<file path="src/verilog/booth_mul_pkg.sv">
package booth_mul_pkg;

   localparam int OPERAND_W = 8;

   // Radix-8 digits needed to cover an unsigned 8-bit multiplier
   localparam int GROUP_CNT = 3;

   // Largest magnitude is 4*my, which needs two bits above the operand
   localparam int ROW_W = OPERAND_W + 2;

   typedef logic [OPERAND_W-1:0]   operand_t;
   typedef logic [OPERAND_W+1:0]   triple_t;
   typedef logic [2*OPERAND_W-1:0] product_t;
   typedef logic [ROW_W-1:0]       row_t;

   // One-hot magnitude select plus sign of a Booth digit
   typedef struct packed {
      logic single;
      logic double;
      logic triple;
      logic quad;
      logic neg;
   } booth_digit_t;

   typedef struct packed {
      operand_t mx;
      operand_t my;
   } mul_operands_t;

   // Sign extension constant of the three rows
   // Neg flags of digits 0 and 1 are ORed in at bits 0 and 3
   localparam product_t CORRECTION_BASE = 16'b1101_1100_0000_0000;

endpackage
</file>
<file path="src/verilog/booth_mul_top.sv">
`timescale 1ns/1ps

module booth_mul_top #(
   parameter int BUF_DEPTH    = 4,
   parameter int SINK_CREDITS = 2
) (
   input  logic                         CLK,
   input  logic                         rst,
   input  logic                         in_valid,
   input  booth_mul_pkg::mul_operands_t in_operands,
   output logic                         in_credit,
   output logic                         out_valid,
   output booth_mul_pkg::product_t      out_product,
   input  logic                         out_credit
);

   logic                        stage_valid;
   booth_mul_pkg::booth_digit_t digits [booth_mul_pkg::GROUP_CNT];
   booth_mul_pkg::operand_t     my;
   booth_mul_pkg::triple_t      my_triple;
   booth_mul_pkg::row_t         rows [booth_mul_pkg::GROUP_CNT];
   logic                        prod_valid;
   booth_mul_pkg::product_t     prod;

   booth_recoder u_booth_recoder (
      .CLK        (CLK),
      .rst        (rst),
      .in_valid   (in_valid),
      .in_operands(in_operands),
      .stage_valid(stage_valid),
      .digits     (digits),
      .my         (my),
      .my_triple  (my_triple)
   );

   for (genvar g = 0; g < booth_mul_pkg::GROUP_CNT; g++) begin : gen_rows
      pp_row u_pp_row (
         .digit    (digits[g]),
         .my       (my),
         .my_triple(my_triple),
         .row      (rows[g])
      );
   end

   wallace_compressor u_wallace_compressor (
      .CLK        (CLK),
      .rst        (rst),
      .stage_valid(stage_valid),
      .rows       (rows),
      .digits     (digits),
      .prod_valid (prod_valid),
      .prod       (prod)
   );

   product_buffer #(
      .BUF_DEPTH   (BUF_DEPTH),
      .SINK_CREDITS(SINK_CREDITS)
   ) u_product_buffer (
      .CLK        (CLK),
      .rst        (rst),
      .prod_valid (prod_valid),
      .prod       (prod),
      .in_credit  (in_credit),
      .out_valid  (out_valid),
      .out_product(out_product),
      .out_credit (out_credit)
   );

endmodule

</file>
<file path="src/verilog/product_buffer.sv">
`timescale 1ns/1ps

module product_buffer #(
   parameter int BUF_DEPTH    = 4,
   parameter int SINK_CREDITS = 2
) (
   input  logic                    CLK,
   input  logic                    rst,
   input  logic                    prod_valid,
   input  booth_mul_pkg::product_t prod,
   output logic                    in_credit,
   output logic                    out_valid,
   output booth_mul_pkg::product_t out_product,
   input  logic                    out_credit
);

   localparam int PTR_W = (BUF_DEPTH > 1) ? $clog2(BUF_DEPTH) : 1;
   localparam int CNT_W = $clog2(BUF_DEPTH + 1);
   localparam int CRD_W = $clog2(SINK_CREDITS + 1);

   booth_mul_pkg::product_t mem [BUF_DEPTH];

   logic [PTR_W-1:0] wr_ptr;
   logic [PTR_W-1:0] rd_ptr;
   logic [CNT_W-1:0] fill;
   logic [CRD_W-1:0] credits;
   logic             pop;

   function automatic logic [PTR_W-1:0] ptr_next(input logic [PTR_W-1:0] p);
      return (p == PTR_W'(BUF_DEPTH - 1)) ? '0 : p + 1'b1;
   endfunction

   // Input credits bound the fill, so no full check on push
   assign pop         = (fill != '0) && (credits != '0);
   assign out_valid   = pop;
   assign in_credit   = pop;
   assign out_product = mem[rd_ptr];

   always_ff @(posedge CLK) begin
      if (prod_valid) begin
         mem[wr_ptr] <= prod;
      end
   end

   always_ff @(posedge CLK) begin
      if (rst) begin
         wr_ptr <= '0;
         rd_ptr <= '0;
         fill   <= '0;
      end else begin
         if (prod_valid) begin
            wr_ptr <= ptr_next(wr_ptr);
         end
         if (pop) begin
            rd_ptr <= ptr_next(rd_ptr);
         end
         case ({prod_valid, pop})
            2'b10:   fill <= fill + 1'b1;
            2'b01:   fill <= fill - 1'b1;
            default: fill <= fill;
         endcase
      end
   end

   // Credits granted by the consumer
   always_ff @(posedge CLK) begin
      if (rst) begin
         credits <= CRD_W'(SINK_CREDITS);
      end else begin
         case ({out_credit, pop})
            2'b10:   credits <= credits + 1'b1;
            2'b01:   credits <= credits - 1'b1;
            default: credits <= credits;
         endcase
      end
   end

endmodule

</file>
<file path="src/verilog/wallace_compressor.sv">
`timescale 1ns/1ps

module wallace_compressor (
   input  logic                        CLK,
   input  logic                        rst,
   input  logic                        stage_valid,
   input  booth_mul_pkg::row_t         rows [booth_mul_pkg::GROUP_CNT],
   input  booth_mul_pkg::booth_digit_t digits [booth_mul_pkg::GROUP_CNT],
   output logic                        prod_valid,
   output booth_mul_pkg::product_t     prod
);

   localparam int P_W     = $bits(booth_mul_pkg::product_t);
   localparam int FINAL_W = P_W - 2;

   // Rows aligned to product bit positions
   booth_mul_pkg::product_t pp0;
   booth_mul_pkg::product_t pp1;
   booth_mul_pkg::product_t pp2;
   booth_mul_pkg::product_t cv;

   booth_mul_pkg::product_t s1_sum;
   booth_mul_pkg::product_t c1;
   booth_mul_pkg::product_t s1_carry;
   booth_mul_pkg::product_t s1_rest;

   booth_mul_pkg::product_t s2_sum;
   booth_mul_pkg::product_t c2;

   logic [FINAL_W-1:0] final_hi;

   function automatic logic [1:0] half_add(input logic a, input logic b);
      return {a & b, a ^ b};
   endfunction

   function automatic logic [1:0] full_add(input logic a, input logic b, input logic c);
      logic t;
      t = a ^ b;
      return {(a & b) | (t & c), t ^ c};
   endfunction

   assign pp0 = {5'b0, ~digits[0].neg, rows[0]};
   assign pp1 = {2'b0, ~digits[1].neg, rows[1], 3'b0};
   assign pp2 = {rows[2], 6'b0};
   assign cv  = booth_mul_pkg::CORRECTION_BASE | {12'b0, digits[1].neg, 2'b0, digits[0].neg};

   // First level, four inputs per column at most
   always_comb begin
      logic [1:0] res;
      for (int j = 0; j < P_W; j++) begin
         if (j < 3) begin
            res = half_add(pp0[j], cv[j]);
         end else if (j < 11) begin
            res = full_add(cv[j], pp0[j], pp1[j]);
         end else if (j < 14) begin
            res = full_add(cv[j], pp1[j], pp2[j]);
         end else begin
            res = half_add(cv[j], pp2[j]);
         end
         s1_sum[j] = res[0];
         c1[j]     = res[1];
      end
   end

   // Carries move up one column, bit 15 carry falls off the product
   assign s1_carry = {c1[P_W-2:0], 1'b0};

   // Low bits of row 2 skip the first level
   assign s1_rest = {5'b0, pp2[10:6], 6'b0};

   // Second level down to sum and carry vectors
   always_comb begin
      logic [1:0] res;
      for (int j = 0; j < P_W; j++) begin
         if (j >= 6 && j <= 10) begin
            res = full_add(s1_sum[j], s1_carry[j], s1_rest[j]);
         end else begin
            res = half_add(s1_sum[j], s1_carry[j]);
         end
         s2_sum[j] = res[0];
         c2[j]     = res[1];
      end
   end

   // Bits 1..0 are already final, c2[0] is always zero
   prefix_adder #(
      .ADD_W(FINAL_W)
   ) u_final_adder (
      .a   (s2_sum[P_W-1:2]),
      .b   (c2[P_W-2:1]),
      .sum (final_hi),
      .cout()
   );

   always_ff @(posedge CLK) begin
      if (rst) begin
         prod_valid <= 1'b0;
      end else begin
         prod_valid <= stage_valid;
      end
   end

   always_ff @(posedge CLK) begin
      if (stage_valid) begin
         prod <= {final_hi, s2_sum[1:0]};
      end
   end

endmodule

</file>
<file path="src/verilog/pp_row.sv">
`timescale 1ns/1ps

module pp_row (
   input  booth_mul_pkg::booth_digit_t digit,
   input  booth_mul_pkg::operand_t     my,
   input  booth_mul_pkg::triple_t      my_triple,
   output booth_mul_pkg::row_t         row
);

   booth_mul_pkg::row_t my_x1;
   booth_mul_pkg::row_t my_x2;
   booth_mul_pkg::row_t my_x4;
   booth_mul_pkg::row_t magnitude;

   assign my_x1 = {2'b00, my};
   assign my_x2 = {1'b0, my, 1'b0};
   assign my_x4 = {my, 2'b00};

   // At most one select is set, zero digit gives zero
   assign magnitude = ({booth_mul_pkg::ROW_W{digit.single}} & my_x1)
                    | ({booth_mul_pkg::ROW_W{digit.double}} & my_x2)
                    | ({booth_mul_pkg::ROW_W{digit.triple}} & my_triple)
                    | ({booth_mul_pkg::ROW_W{digit.quad}}   & my_x4);

   // One's complement for negative digits
   // The missing +1 is added through the correction vector
   assign row = magnitude ^ {booth_mul_pkg::ROW_W{digit.neg}};

endmodule

</file>
<file path="src/verilog/booth_recoder.sv">
`timescale 1ns/1ps

module booth_recoder (
   input  logic                         CLK,
   input  logic                         rst,
   input  logic                         in_valid,
   input  booth_mul_pkg::mul_operands_t in_operands,
   output logic                         stage_valid,
   output booth_mul_pkg::booth_digit_t  digits [booth_mul_pkg::GROUP_CNT],
   output booth_mul_pkg::operand_t      my,
   output booth_mul_pkg::triple_t       my_triple
);

   booth_mul_pkg::mul_operands_t ops_r;
   booth_mul_pkg::operand_t      triple_hi;
   logic                         triple_cout;
   logic [3:0]                   window [booth_mul_pkg::GROUP_CNT];

   function automatic booth_mul_pkg::booth_digit_t encode_digit(input logic [3:0] x);
      booth_mul_pkg::booth_digit_t d;
      logic w0;
      logic w1;
      logic w2;
      w0 = x[0] ^ x[1];
      w1 = x[1] ^ x[2];
      w2 = x[2] ^ x[3];
      d.single = w0 & ~w2;
      d.double = w1 & ~w0;
      d.triple = w2 & w0;
      d.quad   = w2 & ~(w0 | w1);
      d.neg    = x[3];
      return d;
   endfunction

   always_ff @(posedge CLK) begin
      if (rst) begin
         stage_valid <= 1'b0;
      end else begin
         stage_valid <= in_valid;
      end
   end

   always_ff @(posedge CLK) begin
      if (in_valid) begin
         ops_r <= in_operands;
      end
   end

   // Overlapping windows of mx
   // Zero on top of the last window keeps mx unsigned
   assign window[0] = {ops_r.mx[2:0], 1'b0};
   assign window[1] = ops_r.mx[5:2];
   assign window[2] = {1'b0, ops_r.mx[7:5]};

   for (genvar g = 0; g < booth_mul_pkg::GROUP_CNT; g++) begin : gen_digit
      assign digits[g] = encode_digit(window[g]);
   end

   // 3*my as 2*my + my, bit 0 of 2*my is zero
   prefix_adder #(
      .ADD_W(booth_mul_pkg::OPERAND_W)
   ) u_triple_adder (
      .a   (ops_r.my),
      .b   ({1'b0, ops_r.my[booth_mul_pkg::OPERAND_W-1:1]}),
      .sum (triple_hi),
      .cout(triple_cout)
   );

   assign my        = ops_r.my;
   assign my_triple = {triple_cout, triple_hi, ops_r.my[0]};

endmodule

</file>
<file path="src/verilog/prefix_adder.sv">
`timescale 1ns/1ps

module prefix_adder #(
   parameter int ADD_W = 8
) (
   input  logic [ADD_W-1:0] a,
   input  logic [ADD_W-1:0] b,
   output logic [ADD_W-1:0] sum,
   output logic             cout
);

   localparam int LEVELS = $clog2(ADD_W);

   // Group generate and propagate after each prefix level
   logic [ADD_W-1:0] grp_g [LEVELS+1];
   logic [ADD_W-1:0] grp_p [LEVELS+1];
   logic [ADD_W:0]   carry;

   assign grp_g[0] = a & b;
   assign grp_p[0] = a ^ b;

   for (genvar lvl = 0; lvl < LEVELS; lvl++) begin : gen_level
      localparam int SPAN = 1 << lvl;

      for (genvar i = 0; i < ADD_W; i++) begin : gen_bit
         if (i >= SPAN) begin : gen_cell
            assign grp_g[lvl+1][i] = grp_g[lvl][i] | (grp_p[lvl][i] & grp_g[lvl][i-SPAN]);
            assign grp_p[lvl+1][i] = grp_p[lvl][i] & grp_p[lvl][i-SPAN];
         end else begin : gen_pass
            // Already complete down to bit 0
            assign grp_g[lvl+1][i] = grp_g[lvl][i];
            assign grp_p[lvl+1][i] = grp_p[lvl][i];
         end
      end
   end

   // Carry into bit i is the group generate of bits i-1 down to 0
   assign carry = {grp_g[LEVELS], 1'b0};

   assign sum  = grp_p[0] ^ carry[ADD_W-1:0];
   assign cout = carry[ADD_W];

endmodule

</file>
<file path="config.mk">
export PLATFORM = sky130hd
export DESIGN_NAME = booth_mul_top
export DESIGN_NICKNAME = d
export VERILOG_FILES = /design/src/verilog/booth_mul_pkg.sv /design/src/verilog/booth_mul_top.sv /design/src/verilog/product_buffer.sv /design/src/verilog/wallace_compressor.sv /design/src/verilog/pp_row.sv /design/src/verilog/booth_recoder.sv /design/src/verilog/prefix_adder.sv
export SDC_FILE = /design/constraint.sdc
export NUM_CORES = 1
export LEC_CHECK = 0
export BUFFER_PORTS_ARGS = -buffer_cell sky130_fd_sc_hd__buf_2
export CAP_MARGIN = 5
export CELL_PAD_IN_SITES_DETAIL_PLACEMENT = 1
export CELL_PAD_IN_SITES_GLOBAL_PLACEMENT = 1
export CORE_ASPECT_RATIO = 0.6
export CORE_MARGIN = 3
export CORE_UTILIZATION = 47
export DETAILED_ROUTE_END_ITERATION = 10
export HOLD_SLACK_MARGIN = 0.03
export PLACE_DENSITY_LB_ADDON = 0.05
export REMOVE_ABC_BUFFERS = 1
export SETUP_SLACK_MARGIN = 0.2
export SYNTH_ARGS = -nofsm -noshare
export SYNTH_HDL_FRONTEND = slang
export SYNTH_HIERARCHICAL = 1
export SYNTH_SLANG_ARGS = --single-unit
</file>
<file path="constraint.sdc">
create_clock -name CLK -period 6.5 [get_ports CLK]
set_input_delay 1.625 -clock CLK [delete_from_list [all_inputs] [get_ports CLK]]
set_output_delay 1.625 -clock CLK [all_outputs]
set_load 0.03 [all_outputs]
</file>
==> results.json <==
{
  "rows": 32,
  "die_w_um": 158,
  "finalSetupViolations": 0,
  "hold_path_class": "register to register",
  "maximum_clock_rate_mhz": 188,
  "place_hpwl_um": 9840,
  "drt_first_pass_iters": 7,
  "grt.total_usage_pct": 18.7,
  "worst_clock_skew_ns": 0.0134,
  "vias_per_cell": 5.71,
  "final_layout_size_suffix_gt1_share_pct": 18.9,
  "timing.setup.tns_ns": 0,
  "grt_setup_unrepaired": "false",
  "cts.path.max_buffers": 2,
  "design.die.area_um2": 15400,
  "crit_path_max_fanout": 12,
  "wl_per_cell_um": 19.6,
  "design.final.nets": 590,
  "tritoncts_num_sinks": 109,
  "vias": 3934,
  "critical_path.max_stage_delay_ns": 0.63,
  "syn_area_um2": 6520,
  "cts_root_buffer": "sky130_fd_sc_hd__clkbuf_16",
  "irDropWorstVdd_v": 0.000331,
  "cts_repair_resize_count": 0,
  "port_buffers": 37,
  "post-cts-setup-buffers": 0,
  "core_area_um2": 13200,
  "relSlewSlack_pct": 28.4,
  "grt_start_max_net_pins": 22,
  "first_iter_violations": 366,
  "first_global_vias": 4086,
  "worstPathArrival_ns": 5.42,
  "total_congestion_overflow": 0,
  "antenna_violating_nets_post_route": 0,
  "fin_crit_sh_pct": 81.7,
  "cts-htree-levels": 3,
  "number_of_max_slew_violations_in_the_final_report": 0,
  "final.min_clock_period_ns": 5.31,
  "remaining_drc_errors": 0,
  "post_synth_inst_count": 492,
  "critical_path.startpoint_type": "register",
  "clock_insertion_delay_worst_skew_ns": 0.35,
  "top_level_ports": 38,
  "timing_worst_slew_pin_value_ns": 1.07,
  "maxCapViolCount": 0,
  "tritoncts_clock_tree": "done",
  "power_density_nw_per_um2": 442,
  "status": "finished clean",
  "cts_made_buffers": 9,
  "cp_cell_sequence": "ha_1, inv_1, fa_1, nor2b_4, o21ai_2, a21oi_2, a211oi_2, xnor2_1, a22o_2, a221oi_2, xnor2_1, ha_1, inv_1, fa_1, inv_1, ha_1, and3_1, a221o_1, a2111oi_2, nor2_1, xor2_1",
  "initial_antenna_violation_count": 0,
  "initial_utilization_pct": 49.4,
  "post_route_total_power_mw": 3.10,
  "worst_path_max_delay_cell": "sky130_fd_sc_hd__edfxtp_1",
  "power.static_leakage_nw": 2.71,
  "grt_first_pass_wirelength_um": 22300,
  "avgSynthCellArea_um2": 13.3,
  "floorplan.die.height_um": 97.3,
  "synth-warning-count": 6,
  "critical_path_buf_inv_count": 3,
  "cts.hold.buffers_added": 0,
  "crit_required_ns": 6.61,
  "total_routed_wirelength_um": 13500,
  "n_antenna_cell": 0,
  "crit_type": "register to register",
  "routabilityCongestion": 0.842,
  "critical_path.top_delay_family": "adder cells",
  "end_kind": "register",
  "clk_pin_slew_worst_paths_ns": 0.09,
  "growth_of_design_area_from_synthesis_to_finish_pct": 7.29,
  "final-hold-violation-count": 0
}
==> layout make-up <==
cell class / instances / area (um2)
clock buffers: 9 / 225
clock inverters: 7 / 85.1
inverters: 56 / 210
well taps: 170 / 213
flip-flops and latches: 109 / 3140
fillers: 1378 / 6210
repair buffers: 43 / 230
multi-input cells: 295 / 2890
==> per-layer routing <==
layer / global-route usage, % / share of wire [%]
met5: 0 / 0
met4: 3.37 / 0.70
met3: 4.14 / 5.1
met2: 27.5 / 43
met1: 28.6 / 51
==> registers in the layout, indices dropped and copies added, names as in the netlist, 3 cells and up, named ones only <==
register,cells
u_product_buffer/fill,3
u_booth_recoder/my,8
u_product_buffer/mem,64
u_wallace_compressor/prod,16
u_booth_recoder/ops_r,6
==> final timing paths <==
kind / start / endpoint / slack (ns) / cells past startpoint
worst max-delay path: u_booth_recoder/my[1] / u_wallace_compressor/prod[14] / 1.19 / 21
worst min-delay path: u_wallace_compressor/prod[10] / u_product_buffer/mem[1][10] / 0.50 / 0
worst max register to register: u_booth_recoder/my[1] / u_wallace_compressor/prod[14] / 1.19 / 21
worst min register to register: u_wallace_compressor/prod[10] / u_product_buffer/mem[1][10] / 0.50 / 0
==> stage by stage <==
stage	instances	setup slack (ns)	cell area, um2	hold slack [ns]	util, %
finish	689	1.19	7000	0.498	53.0
global route	689	0.890	7000	0.522	53.0
CTS	689	1.19	7000	0.503	53.0
detailed placement	673	1.20	6690	0.493	50.6
global placement	673	1.39	6690	0.479	50.6
floorplan	460	1.70	6240	0.456	-
==> layout by cell type (no fill, tap or decap), types with 5 or more instances in the layout <==
master,count
sky130_fd_sc_hd__nor2_1,17
sky130_fd_sc_hd__fa_1,9
sky130_fd_sc_hd__a22oi_1,6
sky130_fd_sc_hd__inv_1,56
sky130_fd_sc_hd__or3_1,5
sky130_fd_sc_hd__a221oi_2,18
sky130_fd_sc_hd__a21o_1,6
sky130_fd_sc_hd__conb_1,5
sky130_fd_sc_hd__buf_4,6
sky130_fd_sc_hd__dfxtp_1,13
sky130_fd_sc_hd__a21oi_1,20
sky130_fd_sc_hd__nand2_1,9
sky130_fd_sc_hd__mux4_1,6
sky130_fd_sc_hd__ha_1,47
sky130_fd_sc_hd__a222oi_1,6
sky130_fd_sc_hd__clkbuf_16,9
sky130_fd_sc_hd__mux4_2,10
sky130_fd_sc_hd__buf_2,37
sky130_fd_sc_hd__xnor2_1,46
sky130_fd_sc_hd__edfxtp_1,96
sky130_fd_sc_hd__xor2_1,9
sky130_fd_sc_hd__and2_1,5
sky130_fd_sc_hd__nor2b_1,6
sky130_fd_sc_hd__a22o_1,15
==> power by group <==
group | switching (mW) | internal, mW | total (mW)
Combinational | 0.831 | 0.633 | 1.46
Clock | 0.282 | 0.274 | 0.557
Sequential | 0.117 | 0.958 | 1.08
No activity file was read; power rests on OpenSTA's default activity.
